<file path="src/hw/harness_mem_cfg_pkg.sv">
/*
 * Memory-side configuration of the harness: bank count, bank depth and
 * the constants that time the tag and core-reset sequence.
 */

`default_nettype none

package harness_mem_cfg_pkg;

  // number of test-memory banks, must be a power of two
  localparam int num_banks = 4;

  // local word address width inside one bank
  localparam int bank_addr_width = 8;

  // words held by each bank
  localparam int bank_depth = 2 ** bank_addr_width;

  // cycles spent in tag programming before tag done
  localparam int tag_cycles = 8;

  // flops between tag done and core reset release
  localparam int reset_depth = 3;

endpackage

`default_nettype wire

</file>
<file path="src/hw/harness_link_pkg.sv">
/*
 * Host link types: word address, data and id widths, the host request
 * and response, and the request as a bank sees it after dispatch.
 */

`default_nettype none

package harness_link_pkg;

  // host address is the bank-local address plus the bank select bits
  localparam int addr_width = harness_mem_cfg_pkg::bank_addr_width
                            + $clog2(harness_mem_cfg_pkg::num_banks);
  localparam int data_width = 32;
  localparam int req_id_width = 4;

  typedef logic [addr_width-1:0] addr_t;
  typedef logic [data_width-1:0] data_t;
  typedef logic [req_id_width-1:0] req_id_t;
  typedef logic [harness_mem_cfg_pkg::bank_addr_width-1:0] bank_addr_t;

  typedef struct packed {
    addr_t   addr;
    data_t   data;
    req_id_t id;
    logic    wr;
  } host_req_s;

  // write responses echo the written word
  typedef struct packed {
    data_t   data;
    req_id_t id;
    logic    wr;
  } host_resp_s;

  typedef struct packed {
    bank_addr_t addr;
    data_t      data;
    req_id_t    id;
    logic       wr;
  } bank_req_s;

endpackage

`default_nettype wire

</file>
<file path="src/hw/request_dispatch.sv">
/*
 * Registers each host request and raises the valid of the bank picked by
 * the top address bits, passing the bank-local word address along.
 */

`timescale 1ns/100ps
`default_nettype none

module request_dispatch #(
  parameter int num_banks_p = harness_mem_cfg_pkg::num_banks
) (
  input  logic clk_i
  , input  logic core_rst_i
  , input  logic req_v_i
  , input  harness_link_pkg::host_req_s req_i
  , output logic [num_banks_p-1:0] bank_v_o
  , output harness_link_pkg::bank_req_s bank_req_o
);
  import harness_link_pkg::*;
  import harness_mem_cfg_pkg::*;

  localparam int sel_width_lp = $clog2(num_banks_p);
  localparam int local_width_lp = addr_width - sel_width_lp;

  if (num_banks_p < 2 || local_width_lp > bank_addr_width) begin : g_bad_cfg
    $error("bank count leaves a local address wider than a bank");
  end

  logic [sel_width_lp-1:0] bank_sel;
  logic [num_banks_p-1:0] bank_v_r;
  bank_req_s bank_req_r;

  assign bank_sel = req_i.addr[addr_width-1 -: sel_width_lp];

  always_ff @(posedge clk_i or posedge core_rst_i) begin
    if (core_rst_i) begin
      bank_v_r <= '0;
    end else begin
      bank_v_r <= '0;
      if (req_v_i) begin
        bank_v_r[bank_sel] <= 1'b1;
      end
    end
  end

  // payload is broadcast, only the selected bank looks at it
  always_ff @(posedge clk_i) begin
    if (req_v_i) begin
      bank_req_r.addr <= bank_addr_t'(req_i.addr[local_width_lp-1:0]);
      bank_req_r.data <= req_i.data;
      bank_req_r.id <= req_i.id;
      bank_req_r.wr <= req_i.wr;
    end
  end

  assign bank_v_o = bank_v_r;
  assign bank_req_o = bank_req_r;

  // host must wait for ready before it strobes a request
  no_req_in_reset_a : assert property (@(posedge clk_i) core_rst_i |-> !req_v_i);

endmodule

`default_nettype wire

</file>
<file path="config.mk">
export PLATFORM = sky130hd
export DESIGN_NAME = request_dispatch
export DESIGN_NICKNAME = d
export VERILOG_FILES = /design/src/hw/harness_mem_cfg_pkg.sv /design/src/hw/harness_link_pkg.sv /design/src/hw/request_dispatch.sv
export SDC_FILE = /design/constraint.sdc
export NUM_CORES = 1
export LEC_CHECK = 0
export ABC_AREA = 1
export BUFFER_PORTS_ARGS = -buffer_cell sky130_fd_sc_hd__buf_2
export CAP_MARGIN = 25
export CORE_ASPECT_RATIO = 0.75
export CORE_MARGIN = 1
export CORE_UTILIZATION = 46
export CTS_BUF_LIST = sky130_fd_sc_hd__clkbuf_4
export CTS_CLUSTER_SIZE = 16
export DETAILED_ROUTE_END_ITERATION = 8
export PLACE_DENSITY = 0.87
export SYNTH_ARGS = -nofsm -noshare
export SYNTH_HDL_FRONTEND = slang
export SYNTH_SLANG_ARGS = --single-unit
</file>
<file path="constraint.sdc">
create_clock -name clk_i -period 0.8 [get_ports clk_i]
set_input_delay 0.04 -clock clk_i [delete_from_list [all_inputs] [get_ports clk_i]]
set_output_delay 0.04 -clock clk_i [all_outputs]
set_load 0.01 [all_outputs]
</file>
==> results.md <==
* Status: complete, but fails checks
* Failing checks: negative setup slack
* Power Dens Cells at roughly 1900 mW/mm^2
* Critical path's slowest cell: edfxtp_1
* RSZ-0062 raised after global routing: yes
* CTS tree: built
* Core Footprint at 0.00300 mm^2
* CP Launch Type: flip-flop
* Design Power at roughly 4.8 mW
* Relative slew slack at 88.2%
* Vias in the first global route at approximately 1200
* H-tree depth at 2
* IO buf count at between 90 and 100
* Largest net degree at the start of global routing at 36
* Post-synthesis sequential element count at slightly below 50
* Worst setup EP type: output port
* Max Cap Viol at 0
* Static Leak at 1.16 nW
* Worst min path class: in2async
* DR vias/cell at approximately 4.6
* Top-Level Pins at just under 100
* Drt initial violations at 82
* Post-CTS Setup Bufs at 0
* Hold Fails Final Rpt at 0
* Area leader, netlist: edfxtp_1
* Die ar. at approximately 0.0035 mm^2
* GRT met2 Usage at between 40% and 50%
* Met1 Use GR at between 20% and 30%
* Non-Filler Instances at 251
* Area share of the largest cell type after synthesis at between 90 and 100%
* Ant diodes at 0
* Commonest non-fill, non-tap cell in the layout: buf_2
* DRC viols at 0
* Post-route clock period utilization at 124%
* WS Path Type: reg2out
* Post-route minimum period at slightly below 1 ns
* Least-Margin Pin Slew at 0.177 ns
* Clock-pin slew on the worst setup and hold paths at around 0.13 ns
* Post-Place Cells at between 150 and 200
* Largest cells by area after synthesis: edfxtp_1 (91%), dfrtp_1 (6.7%), nor2_1 (1.0%)
* WP data arrival at around 0.95 ns
* Final wirelength at 4140 um
* Area growth from synthesis to layout at 75.8%
* Final setup vio count at 49
* DR pass1 iterations at 4
* GR Overflow Total at 0
* Hpwl dp at about 2100 um
* GRT Util Overall at between 20% and 30%
* Fin worst setup slack at -0.195 ns
* Die width at 67.6 um
* Most frequent cells in the layout: buf_2 (93), dlygate4sd3_1 (48), edfxtp_1 (45)
* # clock sinks at 49
* RD Place Congestion at 0.702
* Syn nets at 108
* GRT met3 Usage at approximately a tenth
* Top Usage Layer GRT: met2
* Initial Util at 49.5%
* Row count at 17
* Max Fanout on Critical Path at 1
* Mapped Cells at slightly below 60
* Sequential area share after synthesis at just under 100%
* Worst Path Buf+Inv at 1
* Worst hold margin at around 0.12 ns
* Crit path max-delay family: flip-flops
* Syn_area_per_cell at roughly 26 um^2
* Synthesized cell area at 0.00149 mm^2
* Final Max Tran Viols at 0
* Total CTS buffers at 5
* Initial antenna violation count at 0
* Post-detailed-route count of antenna-violating nets at 0
* Worst VDD drop at 1.46 mV
* Wire per inst at ~16 um
* Critical Path RT at approximately 0.76 ns
* Crit-path cells: buf_6
* Slowest cell delay on critical path at approximately 0.44 ns
* Pre-CTS setup slack at approximately 0.11 ns
* Synth unique cells at 5
* Layout cells sized above 1 at between 40% and 50%
* Clk buf depth at 2
* First-pass GRT wire length at ~5800 um
* Setup TNS at -7.08 ns
* Root Driver: clkbuf_4
* Yosys warning count at 0
* Nets@finish at roughly 260
* Chip height at around 50 um
* Via count at 1157
* Max Fclk at just over 1 GHz
==> state kept, by name, indices dropped and copies added (netlist names) <==
register    cells
bank_req_o     45
bank_v_o        4
==> routing by layer <==
layer  wire length [um]  share of wire, %
met1               1490                36
met2               2020                49
met3                501                12
met4                124               3.0
met5                  0                 0
==> synthesized netlist by cell type, drive strengths merged <==
library cell,count
nand2,2
nor2,4
edfxtp,45
inv,3
dfrtp,4
==> metrics by stage <==
stage | utilization, % | cell area [um^2]
4_1_cts | 86.0 | 2580
3_5_place_dp | 68.4 | 2050
2_1_floorplan | - | 1490
5_1_grt | 87.1 | 2610
3_3_place_gp | 68.4 | 2050
6_report | 87.1 | 2610
==> worst paths after layout <==
kind,from,endpoint,slack (ns),cells after the start
setup / recovery,bank_req_o[3],bank_req_o[3],-0.19,1
max in group asynchronous,core_rst_i,bank_v_o[0],0.53,3
min in group clk_i,req_v_i,bank_v_o[0],0.14,4
hold / removal,core_rst_i,bank_v_o[1],0.12,3
==> where the power goes <==
part | internal (mW) | switching [mW]
logic | 0.389 | 0.304
clock network | 0.354 | 0.729
registers | 3.01 | 0.0636
total | 3.75 | 1.10
==> final cells by class <==
type / instances / area [um^2]
Tap cell: 38 / 47.5
Fill cell: 144 / 388
Timing Repair Buffer: 148 / 1030
Inverter: 3 / 11.3
Sequential cell: 49 / 1450
Clock buffer: 6 / 45.0
Clock inverter: 1 / 3.75
Multi-Input combinational cell: 6 / 22.5
==> logic make-up (layout without fill, tap and decap cells) <==
group                  Yosys count  count (layout)  synth area share, %
buffers and inverters            3             158                0.758
and+or+nand+nor                  6               6                 1.52
DFF                             49              49                 97.7
==> what timing repair did <==
action                                  in CTS  in global routing
gates resized for setup                      0                  5
endpoints found under the hold margin       53                  0
endpoints found under the setup margin      49                 49
hold buffers                                48                  0
Note: power is estimated with default switching activity, not from simulation.
