`src/hw/harness_mem_cfg_pkg.sv`:
```
/*
 * Memory-side configuration of the harness: bank count, bank depth and
 * the constants that time the tag and core-reset sequence.
 */

`default_nettype none

package harness_mem_cfg_pkg;

  // number of test-memory banks, must be a power of two
  localparam int num_banks = 4;

  // local word address width inside one bank
  localparam int bank_addr_width = 8;

  // words held by each bank
  localparam int bank_depth = 2 ** bank_addr_width;

  // cycles spent in tag programming before tag done
  localparam int tag_cycles = 8;

  // flops between tag done and core reset release
  localparam int reset_depth = 3;

endpackage

`default_nettype wire

```
`src/hw/harness_link_pkg.sv`:
```
/*
 * Host link types: word address, data and id widths, the host request
 * and response, and the request as a bank sees it after dispatch.
 */

`default_nettype none

package harness_link_pkg;

  // host address is the bank-local address plus the bank select bits
  localparam int addr_width = harness_mem_cfg_pkg::bank_addr_width
                            + $clog2(harness_mem_cfg_pkg::num_banks);
  localparam int data_width = 32;
  localparam int req_id_width = 4;

  typedef logic [addr_width-1:0] addr_t;
  typedef logic [data_width-1:0] data_t;
  typedef logic [req_id_width-1:0] req_id_t;
  typedef logic [harness_mem_cfg_pkg::bank_addr_width-1:0] bank_addr_t;

  typedef struct packed {
    addr_t   addr;
    data_t   data;
    req_id_t id;
    logic    wr;
  } host_req_s;

  // write responses echo the written word
  typedef struct packed {
    data_t   data;
    req_id_t id;
    logic    wr;
  } host_resp_s;

  typedef struct packed {
    bank_addr_t addr;
    data_t      data;
    req_id_t    id;
    logic       wr;
  } bank_req_s;

endpackage

`default_nettype wire

```
`src/hw/response_collect.sv`:
```
/*
 * Merges the bank responses into the single registered host response.
 * At most one bank answers in any cycle.
 */

`timescale 1ns/100ps
`default_nettype none

module response_collect #(
  parameter int num_banks_p = harness_mem_cfg_pkg::num_banks
) (
  input  logic clk_i
  , input  logic core_rst_i
  , input  logic [num_banks_p-1:0] bank_v_i
  , input  harness_link_pkg::host_resp_s [num_banks_p-1:0] bank_resp_i
  , output logic resp_v_o
  , output harness_link_pkg::host_resp_s resp_o
);
  import harness_link_pkg::*;

  host_resp_s resp_sel;
  logic resp_v_r;
  host_resp_s resp_r;

  // valids are one-hot, so an or of the masked responses is a mux
  always_comb begin
    resp_sel = '0;
    for (int i = 0; i < num_banks_p; i++) begin
      if (bank_v_i[i]) begin
        resp_sel = resp_sel | bank_resp_i[i];
      end
    end
  end

  always_ff @(posedge clk_i or posedge core_rst_i) begin
    if (core_rst_i) begin
      resp_v_r <= 1'b0;
    end else begin
      resp_v_r <= |bank_v_i;
    end
  end

  always_ff @(posedge clk_i) begin
    if (|bank_v_i) begin
      resp_r <= resp_sel;
    end
  end

  assign resp_v_o = resp_v_r;
  assign resp_o = resp_r;

  // dispatch sends one request per cycle and banks share the same latency
  one_bank_resp_a : assert property (
    @(posedge clk_i) disable iff (core_rst_i) $onehot0(bank_v_i));

endmodule

`default_nettype wire

```
`config.mk`:
```
export PLATFORM = sky130hd
export DESIGN_NAME = response_collect
export DESIGN_NICKNAME = d
export VERILOG_FILES = /design/src/hw/harness_mem_cfg_pkg.sv /design/src/hw/harness_link_pkg.sv /design/src/hw/response_collect.sv
export SDC_FILE = /design/constraint.sdc
export NUM_CORES = 1
export LEC_CHECK = 0
export BUFFER_PORTS_ARGS = -buffer_cell sky130_fd_sc_hd__buf_2
export CAP_MARGIN = 5
export CORE_MARGIN = 2
export CORE_UTILIZATION = 38
export CTS_BUF_LIST = sky130_fd_sc_hd__clkbuf_4 sky130_fd_sc_hd__clkbuf_8
export DETAILED_ROUTE_END_ITERATION = 8
export PLACE_DENSITY = 0.84
export SYNTH_ARGS = -nofsm -noshare
export SYNTH_HDL_FRONTEND = slang
export SYNTH_SLANG_ARGS = --single-unit
```
`constraint.sdc`:
```
create_clock -name clk_i -period 0.8 [get_ports clk_i]
set_clock_uncertainty 0.2 [all_clocks]
set_input_delay 0.04 -clock clk_i [delete_from_list [all_inputs] [get_ports clk_i]]
set_output_delay 0.04 -clock clk_i [all_outputs]
set_load 0.02 [all_outputs]
```
==> results of run 1 <==
tightest hold or removal path, cell delays in order:
cell     delay [ps]
buf_2            80
a22oi_2          40
nand2_1          50
flip-flops by register name, indices dropped and copies added (netlist names):
signal,flops
resp_o,37
resp_v_o,1
repair_timing:
| item | 4_1_cts | 5_1_grt |
|---|---|---|
| endpoints found under the setup margin | 113 | 87 |
| pin swaps | 0 | 5 |
| setup buffers | 0 | 1 |
| gates resized for setup | 32 | 46 |
| hold endpoints to repair | 38 | 38 |
| cloned | 1 | 11 |
how the worst min path moves through the flow:
stage	endpoint	cells after the start
global placement	resp_v_o$_DFF_PP0_	2
global route	resp_o[18]$_DFFE_PP_	3
finish	resp_o[0]$_DFFE_PP_	3
floorplan	resp_v_o$_DFF_PP0_	1
detailed placement	resp_v_o$_DFF_PP0_	2
CTS	resp_o[0]$_DFFE_PP_	3
final cells by class:
class	instances	area, um^2	share of cell area
Clock inverter	1	30.03	0.007576
Multi-Input combinational cell	112	1076	0.2715
Clock buffer	7	83.83	0.02115
Sequential cell	38	1136	0.2866
Inverter	1	3.754	0.0009470
Timing Repair Buffer	210	1546	0.3902
Tap cell	70	87.58	0.02210
power groups by stage:
stage                     logic (mW)  clock network [mW]  registers, mW
after detailed placement        1.55                   0           2.52
after global placement          1.52                   0           2.50
after global routing            2.06                1.75           2.54
after CTS                       1.67                1.68           2.48
after floorplan                0.641                   0           2.80
final                           1.96                1.66           2.51
cell usage in the layout (no fill, tap or decap):
cell type      count
dlygate4sd3_1      1
buf_16             2
dfrtp_1            1
buf_12             5
a22oi_2           74
clkbuf_8           5
bufinv_16          1
clkbuf_4           2
buf_6             32
buf_2            161
inv_1              1
buf_8              1
edfxtp_1          37
clkbuf_16          8
or4_4              1
nand2_1           37
cells by family (layout without fill, tap and decap cells):
family                 count (synthesis)  after routing
buffers and inverters                 17            219
DFF                                   38             38
AOI/OAI and AO/OA                     74             74
and+or+nand+nor                       38             38
per-stage QoR:
stage / hold slack [ps] / cells
after floorplan: -431.3 / 167
after global placement: -324.0 / 417
after detailed placement: -322.3 / 417
after CTS: -183.0 / 427
after global routing: -185.6 / 439
final: -180.5 / 439
per-layer routing:
layer / routed length [um] / share of wire
met5: 0 / 0
met4: 120 / 0.014
met3: 641 / 0.074
met2: 4602 / 0.53
met1: 3325 / 0.38
==> metrics.txt, run 1 <==
Post-Syn Area=between 2000 and 2500 um^2; Nets=between 500 and 600; switching part of the total=0.2757; setup TNS=-20770 ps; DRT Pass-1 Iters=4; Final setup violation count=96; Hold Path Class=in2reg; Slew headroom=0.8308; num rows=26; count leader, synth=a22oi_1; final hold vios=38; Static Leakage=1.750 nW; Area Growth Syn to Fin=96.89%; Syn Nets=321; sequential fraction of the synthesis area=0.5643; fillcell total=335; Worst Hold Launch=bank_resp_i[111]; Core Box Area=5107 um^2; total power=6.135 mW; GR Overflow Total=0; share of layout cells above drive strength 1=0.7913; DR iter-0 viols=95; mux cell area share after synthesis=0; Final min period=approximately 1100 ps; NetSw=about 1.7 mW; Worst-Margin Slew=253.8 ps; Netlist cell types=10; crit-path max FO=1; Adder-Cell Fraction of Synth Area=0; post-synthesis compound-gate area fraction=0.2759; met2 Track Usage GR=0.4535; startpoint types=flop; Root Buffer Master=clkbuf_8; Power Density=1548 nW/um^2; Ys Warns=0; Sequential Power Share=0.409; number of global-route vias before repair=2314; area leader, netlist=edfxtp_1; hold-fix buffers at CTS=1; final instance area=3964 um^2; initial antenna violation count=0; CTS tree=done; Clock Tree Buf Depth=2; crit path to=resp_o[25]; Mapped Cells=167; DRC=0; syn_area_per_cell=12.05 um^2; Die X=76.79 um; EDFF count, synth=37; Largest delay share family, worst path=flip-flops; met3 usage=0.07059; first-pass GRT wire length=between 10000 and 15000 um; routed length per instance=19.79 um; Final Cycle Share=1.398; IO Port Bufs=191; Max H-tree Level=2; worst path cell trace=buf_2; average vias per placed instance=5.328; post-detail-place hpwl=around 5100 um; Util after Layout=0.7761; clock share of power=0.271; xor/xnor share of the synthesized area=0; slowest CP cell=edfxtp_1; flops & latches, synth=38; RSZ-0062 raised after global routing=true; clk sinks=38; CP Capture Type=primary output; GRT Total Usage=0.2400; met1 Track Usage GR=0.2566; final antenna-violating net count=0; failing checks=negative hold slack, negative setup slack; pin count of the biggest net entering global routing=39; Peak VDD IR=0.9490 mV; largest family of logic cells by synthesized area=compound AO/OA/AOI/OAI gates; share of the synthesized area in the top cell type=0.5519; gr busiest metal=met2; Die Ht=76.79 um; combinational group share of total power=0.320; Critical Path AT=about 880 ps; synth top area cells=edfxtp_1, a22oi_1, nand2_1; via count=2339; GPL Wtd Cong=0.8678; P_int=4.444 mW; Simple-Gate Fraction of Synth Area=0.07272; Ant. Diodes=0; placed inst area=3304 um^2; Hold WS=-180.5 ps; CTS Buf Count=5; top post-synthesis cells by count=a22oi_1, edfxtp_1, nand2_1; status=complete, but fails checks; IO Pins=192; die area=around 5900 um^2; # Max-Cap Violations=0; Post-Route WL=a little under 9000 um; Worst path max stage delay=410 ps; Synth Flop Type=edfxtp_1; Stages on worst setup path=1; CP bufs+invs=1; pre-CTS WS=-559.1 ps; initial core utilization=0.3942; Worst Setup SP=resp_o[25]$_DFFE_PP_; final worst slack=-318.8 ps; highest clock rate=~0.89 GHz; Worst-path clk slew=80 ps; Setup CP Type=reg2out; Async SR Flop Fraction=0.02632; data required time of the critical path=560 ps; Slew Limit Fails=0
(Power assumes the default switching activity.)
==> run 2, diff against run 1 <==
CORE_UTILIZATION = 41   (was 38)
PLACE_DENSITY = 0.9   (was 0.84)
clock period = 1.3 ns   (was 0.8 ns; I/O delays follow)
==> metrics.txt, run 2 <==
post-synthesis compound-gate area fraction=0.2759 (unchanged); count leader, synth=a22oi_1 (unchanged); dpl cells=414 (was 417); syn_area_per_cell=12.05 um^2 (unchanged); postcts setup bufs=0 (unchanged); area leader, netlist=edfxtp_1 (unchanged); GPL Wtd Cong=0.7731 (was 0.8678); Clock Tree Buf Depth=2 (unchanged); Simple-Gate Fraction of Synth Area=0.07272 (unchanged); sequential fraction of the synthesis area=0.5643 (unchanged); top post-synthesis cells by count=a22oi_1, edfxtp_1, nand2_1 (unchanged); Root Buffer Master=clkbuf_8 (unchanged); Adder-Cell Fraction of Synth Area=0 (unchanged); synth top area cells=edfxtp_1, a22oi_1, nand2_1 (unchanged); Err=[ERROR RSZ-0060] Max buffer count reached.; xor/xnor share of the synthesized area=0 (unchanged); Synth Flop Type=edfxtp_1 (unchanged); IO Pins=192 (unchanged); flops & latches, synth=38 (unchanged); hold-fix buffers at CTS=101 (was 1); Halt Stage=clock tree synthesis (4_1_cts); share of the synthesized area in the top cell type=0.5519 (unchanged); clk sinks=38 (unchanged); mux cell area share after synthesis=0 (unchanged); post-detail-place hpwl=4791 um (was 5095 um); Max H-tree Level=2 (unchanged); Die X=74.07 um (was 76.79 um); Post-Syn Area=2013 um^2 (unchanged); largest family of logic cells by synthesized area=compound AO/OA/AOI/OAI gates (unchanged); Async SR Flop Fraction=0.02632 (unchanged); Syn Nets=321 (unchanged); Netlist cell types=10 (unchanged); IO Port Bufs=191 (unchanged); Die Ht=74.07 um (was 76.79 um); CTS Buf Count=5 (unchanged); num rows=25 (was 26); EDFF count, synth=37 (unchanged); PostCTS Resize Cnt=0 (was 32); Mapped Cells=167 (unchanged); initial core utilization=0.4262 (was 0.3942); Ys Warns=0 (unchanged); status=stopped before the end (was complete, but fails checks)
## run 2: per-stage QoR
| step | area, um^2 | setup slack (ps) | TNS, ps | hold WS [ps] | utilization |
|---|---|---|---|---|---|
| 2_1_floorplan | 2017 | -9.326 | -345.1 | -406.3 | - |
| 3_3_place_gp | 2935 | -77.95 | -2841 | -301.4 | 0.6215 |
| 3_5_place_dp | 2935 | -89.21 | -3252 | -300.7 | 0.6215 |
## run 2: cell families after synthesis
family | count (synthesis)
AOI/OAI and AO/OA | 74
buffers and inverters | 17
DFF | 38
and+or+nand+nor | 38
==> run 3, diff against run 2 <==
CORE_UTILIZATION = 39   (was 41)
CTS_BUF_LIST = default   (was sky130_fd_sc_hd__clkbuf_4 sky130_fd_sc_hd__clkbuf_8)
PLACE_DENSITY = default   (was 0.9)
PLACE_DENSITY_LB_ADDON = 0.15   (was default)
==> metrics.txt, run 3 <==
num rows=26 (was 25); share of the synthesized area in the top cell type=0.5519 (unchanged); count leader, synth=a22oi_1 (unchanged); Die Ht=75.85 um (was 74.07 um); EDFF count, synth=37 (unchanged); Netlist cell types=10 (unchanged); Clock Tree Buf Depth=2 (unchanged); Async SR Flop Fraction=0.02632 (unchanged); Max H-tree Level=2 (unchanged); area leader, netlist=edfxtp_1 (unchanged); clk sinks=38 (unchanged); postcts setup bufs=0 (unchanged); hold-fix buffers at CTS=101 (unchanged); post-detail-place hpwl=4409 um (was 4791 um); Syn Nets=321 (unchanged); Ys Warns=0 (unchanged); Root Buffer Master=clkbuf_8 (unchanged); Synth Flop Type=edfxtp_1 (unchanged); pre-CTS WS=-85.50 ps (was -89.21 ps); synth top area cells=edfxtp_1, a22oi_1, nand2_1 (unchanged); status=stopped before the end (unchanged); Post-Syn Area=2013 um^2 (unchanged); Die X=75.85 um (was 74.07 um); GPL Wtd Cong=0.7243 (was 0.7731); CTS Buf Count=5 (unchanged); Err=[ERROR RSZ-0060] Max buffer count reached. (unchanged); Mapped Cells=167 (unchanged); syn_area_per_cell=12.05 um^2 (unchanged); IO Pins=192 (unchanged); flops & latches, synth=38 (unchanged); sequential fraction of the synthesis area=0.5643 (unchanged); PostCTS Resize Cnt=0 (unchanged); IO Port Bufs=191 (unchanged); Halt Stage=clock tree synthesis (4_1_cts) (unchanged); initial core utilization=0.3993 (was 0.4262); top post-synthesis cells by count=a22oi_1, edfxtp_1, nand2_1 (unchanged)
[run 3: logic make-up after synthesis]
kind of cell / count (synthesis) / share of synthesized area
buffers and inverters: 17 / 0.08701
AO/OA/AOI/OAI: 74 / 0.2759
AND/OR/NAND/NOR: 38 / 0.07272
flip-flops: 38 / 0.5643
[run 3: through the flow]
step           std cells  area, um^2  setup TNS [ps]    util
2_1_floorplan        167        2017          -345.1       -
3_5_place_dp         417        2939           -3119  0.5829
3_3_place_gp         417        2939           -2725  0.5829
