[src/hw/harness_mem_cfg_pkg.sv]
/*
 * Memory-side configuration of the harness: bank count, bank depth and
 * the constants that time the tag and core-reset sequence.
 */

`default_nettype none

package harness_mem_cfg_pkg;

  // number of test-memory banks, must be a power of two
  localparam int num_banks = 4;

  // local word address width inside one bank
  localparam int bank_addr_width = 8;

  // words held by each bank
  localparam int bank_depth = 2 ** bank_addr_width;

  // cycles spent in tag programming before tag done
  localparam int tag_cycles = 8;

  // flops between tag done and core reset release
  localparam int reset_depth = 3;

endpackage

`default_nettype wire

[src/hw/reset_sequencer.sv]
/*
 * Stands in for tag programming with a counter, then releases the core
 * reset through a flop chain once tag programming is done.
 */

`timescale 1ns/100ps
`default_nettype none

module reset_sequencer #(
  parameter int reset_depth_p = harness_mem_cfg_pkg::reset_depth
) (
  input  logic clk_i
  , input  logic rst_n_i
  , output logic tag_done_o
  , output logic core_rst_o
  , output logic ready_o
);
  import harness_mem_cfg_pkg::*;

  localparam int cnt_width_lp = $clog2(tag_cycles + 1);

  logic [cnt_width_lp-1:0] tag_cnt_r;
  logic tag_done_r;
  logic [reset_depth_p-1:0] rst_chain_r;

  // counter reaches tag_cycles after tag_cycles edges, done one edge later
  always_ff @(posedge clk_i or negedge rst_n_i) begin
    if (!rst_n_i) begin
      tag_cnt_r <= '0;
      tag_done_r <= 1'b0;
    end else if (!tag_done_r) begin
      if (tag_cnt_r == cnt_width_lp'(tag_cycles)) begin
        tag_done_r <= 1'b1;
      end else begin
        tag_cnt_r <= tag_cnt_r + 1'b1;
      end
    end
  end

  // core stays in reset until tag done has crossed every stage
  always_ff @(posedge clk_i or negedge rst_n_i) begin
    if (!rst_n_i) begin
      rst_chain_r <= '1;
    end else begin
      rst_chain_r[0] <= ~tag_done_r;
      for (int i = 1; i < reset_depth_p; i++) begin
        rst_chain_r[i] <= rst_chain_r[i-1];
      end
    end
  end

  assign tag_done_o = tag_done_r;
  assign core_rst_o = rst_chain_r[reset_depth_p-1];
  assign ready_o = ~rst_chain_r[reset_depth_p-1];

endmodule

`default_nettype wire

[config.mk]
export PLATFORM = sky130hd
export DESIGN_NAME = reset_sequencer
export DESIGN_NICKNAME = d
export VERILOG_FILES = /design/src/hw/harness_mem_cfg_pkg.sv /design/src/hw/reset_sequencer.sv
export SDC_FILE = /design/constraint.sdc
export NUM_CORES = 1
export LEC_CHECK = 0
export ABC_AREA = 1
export BUFFER_PORTS_ARGS = -buffer_cell sky130_fd_sc_hd__buf_2
export CAP_MARGIN = 20
export CORE_AREA = 2 2 39 41
export DETAILED_ROUTE_END_ITERATION = 10
export DIE_AREA = 0 0 41 43
export PLACE_DENSITY = 0.48
export SLEW_MARGIN = 20
export SYNTH_ARGS = -nofsm -noshare
export SYNTH_HDL_FRONTEND = slang
export SYNTH_SLANG_ARGS = --single-unit
[constraint.sdc]
create_clock -name clk_i -period 1.5 [get_ports clk_i]
set_clock_uncertainty 0.1 [all_clocks]
set_input_delay 0.3 -clock clk_i [delete_from_list [all_inputs] [get_ports clk_i]]
set_output_delay 0.3 -clock clk_i [all_outputs]
set_load 0.1 [all_outputs]
==> key figures, run 1 <==
STA
  • Final Slew Violations: 0
  • Tightest slew margin relative to the limit: between 60% and 70%
  • Endpoints failing hold: 0
  • Max Fclk: 645 MHz
  • Slew at the pin closest to its max-slew limit: 483 ps
  • Worst hold slack across all endpoints: 245 ps
  • Period utilisation layout: 103%
  • Minimum clock period: between 1500 and 2000 ps
  • Setup repair after global routing missed its margin: true
  • Setup WS post-layout: -49.4 ps
  • Count of endpoints failing setup in the final report: 1

Die
  • Die area: approximately 1800 sq um
  • Vertical extent of the die: between 40 and 50 um
  • Core region area: between 1000 and 1500 sq um
  • Initial Utilization: between 20% and 30%
  • Row count: 14
  • # IOs: 5
  • Chip Width: a little over 40 um

Setup path
  • Depth of the worst register-to-register path: 7
  • Worst setup path class: flop to primary output
  • Setup crit end kind: primary output
  • Worst Path Arrival: 1150 ps
  • Worst-path cell chain: clkinvlp_4, buf_6
  • Critical R2R Capture: tag_cnt_r[0]
  • Crit-path max FO: 2
  • Slowest stage cell on the critical path: sky130_fd_sc_hd__dfstp_4
  • Required time of the critical path: approximately 1100 ps
  • Stage delay of the slowest cell on the critical path: about 640 ps
  • Worst R2R Start: tag_cnt_r[0]
  • Startpoint type of the worst setup path: flop
  • Register-to-register setup slack: 280 ps

Routing
  • Starting DRT DRC Count: 1
  • Wirelength, routed: 471 um
  • Pre-antenna DRT Iters: 3
  • Vias: around 240
  • Post-route DRC violation count: 0
  • WL per Instance: 7.85 um
  • Vias/cell: 3.93
  • Detail Route Antenna Nets: 0

Clocking
  • Setup fix buffers added after clock tree synthesis: 0
  • Worst-skew pair later-pin latency: around 250 ps
  • Worst-case clock buffer depth: 2
  • Clock root buffer: sky130_fd_sc_hd__clkbuf_4
  • Level count of the clock H-tree: 1
  • Clock slew at the register clock pins of the worst setup and hold paths: ~60 ps
  • CTS buffer count: 3
  • CTS tree: built
  • Number of clock sinks: 8

Place
  • Half-perimeter wire length after detailed placement: roughly 350 um
  • Count of placed standard cells including taps: 55
  • Buffers added on ports: 4
  • Total cell area at the placement stage: 413 sq um
  • Placer's final routability congestion estimate: about 0.75

Logic synthesis
  • Synth unique cells: 13
  • Syn nets: 39
  • Post-synthesis cell area: ~350 sq um
  • Post-synthesis average cell area: 9.97 sq um
  • Flops & latches, synth: 8
  • Sequential share of the synthesized area: 58.4%
  • Count of yosys warnings during synthesis: 0
  • Number of standard cells after synthesis: 35

Outcome
  • Violated checks: setup timing
  • Run status: complete, but fails checks

Finish
  • Final design instance area without fill: 455 sq um
  • Number of nets in the final layout: 49
  • Share of the core filled with cells: 32.9%
  • Number of antenna cells inserted: 0
  • Finished Layout Cells: 60
  • Share of post-route cells with drive strength above 1: 38.6%
  • Area grow syn2layout: 30.5%

Global route
  • First-pass GRT wire length: 924 um
  • Initial antenna violation count: 0
  • Overall track demand over capacity in global routing: 8.02%
  • Via count of the first global-routing pass: 225
  • Overflow left after global routing: 0
  • Largest net degree at the start of global routing: 9

Power and ir drop
  • Power per cell area: 865 nW/um^2
  • Total power: around 0.0004 W
  • Worst vdd ir: roughly 0.00048 V
  • Leak: about 0.24 nW

Min path
  • Cell count of the worst hold path: 0
  • Hold Path Class: flop to flop
  • Hold path endpoint: rst_chain_r[1]
  • Launch instance of the worst min-delay path: rst_chain_r[0]

Run
  • Maxcap violations: 0
## timing repair
| item | CTS | global route |
|---|---|---|
| endpoints found under the setup margin | 1 | 2 |
| hold buffers | 1 | 0 |
| hold endpoints to repair | 7 | 0 |
| resized for setup | 2 | 0 |
| pin swaps | 0 | 0 |
## per-layer routing
layer / wire [um] / global-route usage, %
met1: 207 / 10.7
met5: 0 / 0
met2: 222 / 10.0
met3: 42 / 6.28
met4: 0 / 2.00
## kinds of logic after synthesis
kind of cell / share of synthesized area (%)
adder cells (fa/ha/maj): 7.17
buffers and inverters: 8.24
AND/OR/NAND/NOR: 22.2
XOR/XNOR: 2.51
AO/OA/AOI/OAI: 1.43
flip-flops: 58.4
## how the worst max path moves through the flow
stage	endpoint	start	slack [ps]
2_1_floorplan	ready_o	rst_chain_r[2]	-170
3_3_place_gp	ready_o	rst_chain_r[2]	130
3_5_place_dp	ready_o	rst_chain_r[2]	130
4_1_cts	ready_o	rst_chain_r[2]	-60
5_1_grt	ready_o	rst_chain_r[2]	-90
6_report	ready_o	rst_chain_r[2]	-50
## worst max-delay path, delay by kind of cell, from the launching register on
family,cells,cell delay [ps]
flops,1,640
buf+inv,2,260
## where the power goes
part	total, W	switching [W]	internal [W]
clock network	0.000171	0.0000696	0.000101
logic	0.00000672	0.00000406	0.00000266
registers	0.000216	0	0.000216
total	0.000394	0.0000737	0.000320
## cell type report
class	count	area, sq um
Tap cell	16	20.0
Inverter	7	32.5
Multi-Input combinational cell	20	116
Timing Repair Buffer	5	51.3
Sequential cell	8	209
Fill cell	137	928
Clock buffer	4	26.3
## metrics by stage
step | setup WS (ps) | TNS [ps]
floorplan | -167 | -167
global placement | 135 | 0
detailed placement | 132 | 0
CTS | -63.0 | -63.0
global route | -90.6 | -91.7
finish | -49.4 | -49.4
## sequential cells by signal, indices dropped and copies added, names as in the netlist
register / flops
tag_done_o: 1
rst_chain_r: 3
tag_cnt_r: 4
## synthesized netlist by cell type (all sizes together)
master  count  share of area [%]
dfrtp       5                 36
nand3       2                4.3
xnor2       1                2.5
inv         7                8.2
nand2      13                 16
ha          2                7.2
nand4       1                1.8
o21ai       1                1.4
dfstp       3                 23
## layout by cell type (no fill, tap or decap)
cell,count
sky130_fd_sc_hd__buf_12,1
sky130_fd_sc_hd__buf_2,2
sky130_fd_sc_hd__buf_6,1
sky130_fd_sc_hd__clkbuf_1,1
sky130_fd_sc_hd__clkbuf_4,3
sky130_fd_sc_hd__clkinvlp_4,1
sky130_fd_sc_hd__dfrtp_1,4
sky130_fd_sc_hd__dfrtp_2,1
sky130_fd_sc_hd__dfstp_2,2
sky130_fd_sc_hd__dfstp_4,1
sky130_fd_sc_hd__dlygate4sd3_1,1
sky130_fd_sc_hd__ha_1,2
sky130_fd_sc_hd__inv_1,3
sky130_fd_sc_hd__inv_2,2
sky130_fd_sc_hd__inv_4,1
sky130_fd_sc_hd__nand2_1,12
sky130_fd_sc_hd__nand2_4,1
sky130_fd_sc_hd__nand3_1,1
sky130_fd_sc_hd__nand3_2,1
sky130_fd_sc_hd__nand4_1,1
sky130_fd_sc_hd__o21ai_1,1
sky130_fd_sc_hd__xnor2_1,1
Note: power is estimated with default switching activity, not from simulation.
==> run 2, diff against run 1 <==
==> constraint.sdc (replaced) <==
create_clock -name clk_i -period 1.5 [get_ports clk_i]
set_clock_uncertainty 0.1 [all_clocks]
set_input_delay 0.3 -clock clk_i [delete_from_list [all_inputs] [get_ports clk_i]]
set_output_delay 0.3 -clock clk_i [all_outputs]
set_load 0.02 [all_outputs]
==> key figures, run 2 (synthesis gave the netlist of run 1 again) <==
Routing
  • Starting DRT DRC Count: 2
  • Wirelength, routed: 555 um
  • Vias: between 200 and 250
  • Pre-antenna DRT Iters: 3
  • Vias/cell: 4.03
  • Detail Route Antenna Nets: 0
  • WL per Instance: 9.25 um
  • Post-route DRC violation count: 0

Die
  • Die area: 1760 sq um
  • Initial Utilization: 25.2%
  • # IOs: 5
  • Core region area: 1380 sq um
  • Row count: 14
  • Vertical extent of the die: 43 um
  • Chip Width: about 41 um

Clocking
  • Worst-skew pair later-pin latency: between 200 and 300 ps
  • Number of clock sinks: 8
  • CTS buffer count: 3
  • Worst-case clock buffer depth: 2
  • Clock root buffer: sky130_fd_sc_hd__clkbuf_4
  • Post-CTS resize count: 0
  • Clock slew at the register clock pins of the worst setup and hold paths: 60 ps
  • CTS tree: built
  • Level count of the clock H-tree: 1

Power and ir drop
  • Worst vdd ir: 0.000358 V
  • Part of the power in combinational logic: 1.7%
  • Switching power summed over all nets: 0.0000872 W
  • Internal power of the cells: approximately 0.00032 W
  • Clock network power share: 45.3%
  • Switching share of power: between 20% and 30%
  • Power per cell area: 960 nW/um^2
  • Leak: 0.235 nW
  • Sequential share of power: 53.0%

STA
  • Max Fclk: about 730 MHz
  • Period utilisation layout: 90.9%
  • Setup WS post-layout: 137 ps
  • Total negative setup slack: 0 ps
  • Tightest slew margin relative to the limit: between 80% and 90%
  • Count of endpoints failing setup in the final report: 0
  • Minimum clock period: 1360 ps
  • Final Slew Violations: 0
  • Worst hold slack across all endpoints: ~240 ps
  • Slew at the pin closest to its max-slew limit: 180 ps
  • Setup repair after global routing missed its margin: false
  • Endpoints failing hold: 0

Global route
  • First-pass GRT wire length: 993 um
  • Initial antenna violation count: 0
  • Overall track demand over capacity in global routing: 9.77%
  • Overflow left after global routing: 0
  • Via count of the first global-routing pass: 228
  • Largest net degree at the start of global routing: 9

Finish
  • Area grow syn2layout: 21.9%
  • Share of the core filled with cells: 30.7%
  • Most used cells in the layout excluding fill and tap cells: 12 x sky130_fd_sc_hd__nand2_1, 5 x sky130_fd_sc_hd__dfrtp_1, 4 x sky130_fd_sc_hd__inv_1, 4 x sky130_fd_sc_hd__buf_2
  • Number of antenna cells inserted: 0
  • Final design instance area without fill: 425 sq um
  • Filler cells: 140
  • Largest register by flop count: tag_cnt_r
  • Leading cell type in the layout, fill and taps excluded: sky130_fd_sc_hd__nand2_1
  • Max reg flops: 4
  • Number of nets in the final layout: 49
  • Share of post-route cells with drive strength above 1: 34.1%

Setup path
  • Worst R2R Start: tag_cnt_r[0]
  • Crit-path max FO: 2
  • Required time of the critical path: 1100 ps
  • Critical R2R Capture: tag_cnt_r[3]
  • Startpoint type of the worst setup path: flop
  • Depth of the worst register-to-register path: 7
  • Worst Path Arrival: between 900 and 1000 ps
  • Register-to-register setup slack: ~260 ps
  • Worst setup path class: flop to primary output
  • Setup crit end kind: primary output

Place
  • Buffers added on ports: 4
  • Total cell area at the placement stage: 389 sq um
  • Half-perimeter wire length after detailed placement: 389 um
  • Placer's final routability congestion estimate: 0.701
  • Pre-CTS worst setup slack: 262 ps

Outcome
  • Run status: finished, final reports clean

Run
  • Maxcap violations: 0

Min path
  • Hold path endpoint: rst_chain_r[2]
  • Hold Path Class: flop to flop
  • Launch instance of the worst min-delay path: rst_chain_r[1]
  • Cell count of the worst hold path: 0
[run 2: cell count changes in the layout (fill, tap and decap cells not counted), sizes merged]
cell,change
inv,+1
clkinvlp,-1
[run 2: worst max-delay path, cell delays in order (launching register included)]
cell and delay, ps:
sky130_fd_sc_hd__dfstp_2 520, sky130_fd_sc_hd__inv_1 30, sky130_fd_sc_hd__buf_2 140
[run 2: cell type report]
type | instances | area (sq um) | share of cell area [%]
inverter | 7 | 28.8 | 6.76
multi-input combinational | 20 | 116 | 27.4
sequential | 8 | 204 | 47.9
timing repair buffer | 5 | 30.0 | 7.06
tap | 16 | 20.0 | 4.71
clock buffer | 4 | 26.3 | 6.18
[run 2: worst max path at each step]
stage                         startpoint           end  cells after the start
after floorplan             tag_cnt_r[0]  tag_cnt_r[3]                      7
after global placement      tag_cnt_r[0]  tag_cnt_r[0]                      7
after detailed placement    tag_cnt_r[0]  tag_cnt_r[3]                      7
after CTS                 rst_chain_r[2]       ready_o                      2
after global routing      rst_chain_r[2]       ready_o                      2
final                     rst_chain_r[2]       ready_o                      2
[run 2: timing repair]
item	4_1_cts	5_1_grt
hold buffers	1	0
buffers inserted	0	0
hold endpoints to repair	8	0
[run 2: power by group through the flow]
stage	Clock [W]	Sequential, W	Combinational [W]
final	0.000185	0.000216	0.00000696
after global routing	0.000206	0.000216	0.00000813
after CTS	0.000193	0.000216	0.00000740
after detailed placement	0	0.000220	0.00000535
after global placement	0	0.000220	0.00000552
after floorplan	0	0.000220	0.000000000111
[run 2: per-stage QoR]
step	instances	total power, W
final	60	0.000408
after global routing	60	0.000430
after CTS	60	0.000417
after detailed placement	55	0.000225
after global placement	55	0.000225
after floorplan	35	0.000220
[run 2: layer usage]
metal / vias up / GRT usage, % / wire [um]
met1: 109 / 11.7 / 243
li1: 122 / - / -
met5: - / 0 / 0
met3: 4 / 4.71 / 34
met4: 0 / 12.0 / 36
met2: 7 / 10.6 / 241
==> run 3, diff against run 2 <==
==> constraint.sdc (replaced) <==
create_clock -name clk_i -period 1.3 [get_ports clk_i]
set_clock_uncertainty 0.1 [all_clocks]
set_input_delay 0.26 -clock clk_i [delete_from_list [all_inputs] [get_ports clk_i]]
set_output_delay 0.26 -clock clk_i [all_outputs]
set_load 0.02 [all_outputs]
==> key figures, run 3 (synthesis gave the netlist of run 1 again) <==
Clocking
  • Worst-skew pair later-pin latency: ~260 ps
  • Clock slew at the register clock pins of the worst setup and hold paths: 60 ps
  • Worst-case clock buffer depth: 2
  • Number of clock sinks: 8
  • CTS tree: built
  • Clock root buffer: sky130_fd_sc_hd__clkbuf_4
  • Level count of the clock H-tree: 1
  • CTS buffer count: 3

Setup path
  • Required time of the critical path: about 940 ps
  • Slowest stage cell on the critical path: sky130_fd_sc_hd__dfstp_2
  • Register-to-register setup slack: 120 ps
  • Crit-path max FO: 2
  • Setup crit end kind: primary output
  • Worst setup path class: flop to primary output
  • Worst-path cell chain: inv_2, buf_6
  • Worst Path Arrival: 940 ps
  • Stage delay of the slowest cell on the critical path: 530 ps
  • Startpoint type of the worst setup path: flop

Die
  • Vertical extent of the die: 43 um
  • Row count: 14
  • Core region area: 1380 sq um
  • Chip Width: roughly 41 um
  • Initial Utilization: around 25%
  • # IOs: 5
  • Die area: 1760 sq um

Global route
  • Overflow left after global routing: 0
  • Initial antenna violation count: 0
  • Via count of the first global-routing pass: 221
  • First-pass GRT wire length: roughly 980 um
  • Largest net degree at the start of global routing: 9
  • Overall track demand over capacity in global routing: 9.33%

Routing
  • Pre-antenna DRT Iters: 2
  • Detail Route Antenna Nets: 0
  • Vias/cell: 4.06
  • Post-route DRC violation count: 0
  • WL per Instance: 9.18 um
  • Starting DRT DRC Count: 1
  • Wirelength, routed: about 570 um
  • Vias: 252

STA
  • Worst hold slack across all endpoints: 257 ps
  • Max Fclk: about 770 MHz
  • Minimum clock period: 1300 ps
  • Final Slew Violations: 0
  • Endpoints failing hold: 0
  • Count of endpoints failing setup in the final report: 1
  • Setup WS post-layout: -3.06 ps
  • Setup repair after global routing missed its margin: true
  • Tightest slew margin relative to the limit: between 80% and 90%
  • Total negative setup slack: -3.06 ps
  • Period utilisation layout: 100%
  • Slew at the pin closest to its max-slew limit: ~190 ps

Finish
  • Max reg flops: 4
  • Share of post-route cells with drive strength above 1: 39.1%
  • Number of nets in the final layout: 51
  • Finished Layout Cells: 62
  • Share of the core filled with cells: 32.5%
  • Most used cells in the layout excluding fill and tap cells: 12 x sky130_fd_sc_hd__nand2_1, 5 x sky130_fd_sc_hd__dfrtp_1
  • Number of antenna cells inserted: 0
  • Largest register by flop count: tag_cnt_r
  • Area grow syn2layout: 28.7%
  • Leading cell type in the layout, fill and taps excluded: sky130_fd_sc_hd__nand2_1

Place
  • Placer's final routability congestion estimate: a little over 0.7
  • Buffers added on ports: 4
  • Pre-CTS worst setup slack: 91.4 ps
  • Half-perimeter wire length after detailed placement: slightly below 400 um
  • Count of placed standard cells including taps: 56

Run
  • Maxcap violations: 0

Power and ir drop
  • Worst vdd ir: 0.000552 V
  • Power per cell area: 1050 nW/um^2
  • Leak: 0.250 nW

Min path
  • Hold Path Class: input port to async pin

Outcome
  • Run status: complete, but fails checks
  • Violated checks: setup timing
==> run 3: repair_timing <==
item                       CTS  global route
buffers inserted             0             1
hold endpoints to repair     8             0
pin swaps                    0             0
setup endpoints to repair    2             5
gates resized for setup      4             0
gates cloned                 0             0
hold buffers                 1             0
==> run 3: power by group <==
| group | switching (W) | total, W | internal, W |
|---|---|---|---|
| sequential | 0 | 0.000250 | 0.000250 |
| clock | 0.0000950 | 0.000213 | 0.000118 |
| combinational | 0.00000488 | 0.00000794 | 0.00000306 |
| total | 0.0000999 | 0.000471 | 0.000371 |
==> run 3: layer usage <==
layer	track usage, %	wire (um)	vias up
li1	-	-	128
met1	9.30	252	115
met2	12.5	250	7
met3	7.85	50	2
met4	6.00	17	0
met5	0	0	-
==> run 3: final timing paths <==
path / from / endpoint / cells after the start
max: rst_chain_r[2] / ready_o / 2
min: rst_n_i / tag_done_o / 2
max reg2reg: tag_cnt_r[0] / tag_cnt_r[3] / 7
min reg2reg: rst_chain_r[1] / rst_chain_r[2] / 0
max in group asynchronous: rst_n_i / rst_chain_r[1] / 2
min in group clk_i: rst_chain_r[1] / rst_chain_r[2] / 0
==> run 3: worst max-delay path, delay by kind of cell, from the launching register on <==
family                 cells  cell delay, ps
DFF                        1             530
buffers and inverters      2             150
==> run 3: area by class of cell <==
class	instances	area, sq um
fill	145	935
sequential	8	204
multi-input combinational	20	116
timing repair buffer	7	53.8
inverter	7	28.8
clock buffer	4	26.3
tap	16	20.0
==> run 3: per-stage QoR <==
step	power (W)	area (sq um)
2_1_floorplan	0.000254	349
3_3_place_gp	0.000260	397
3_5_place_dp	0.000260	397
4_1_cts	0.000482	442
5_1_grt	0.000492	449
6_report	0.000471	449
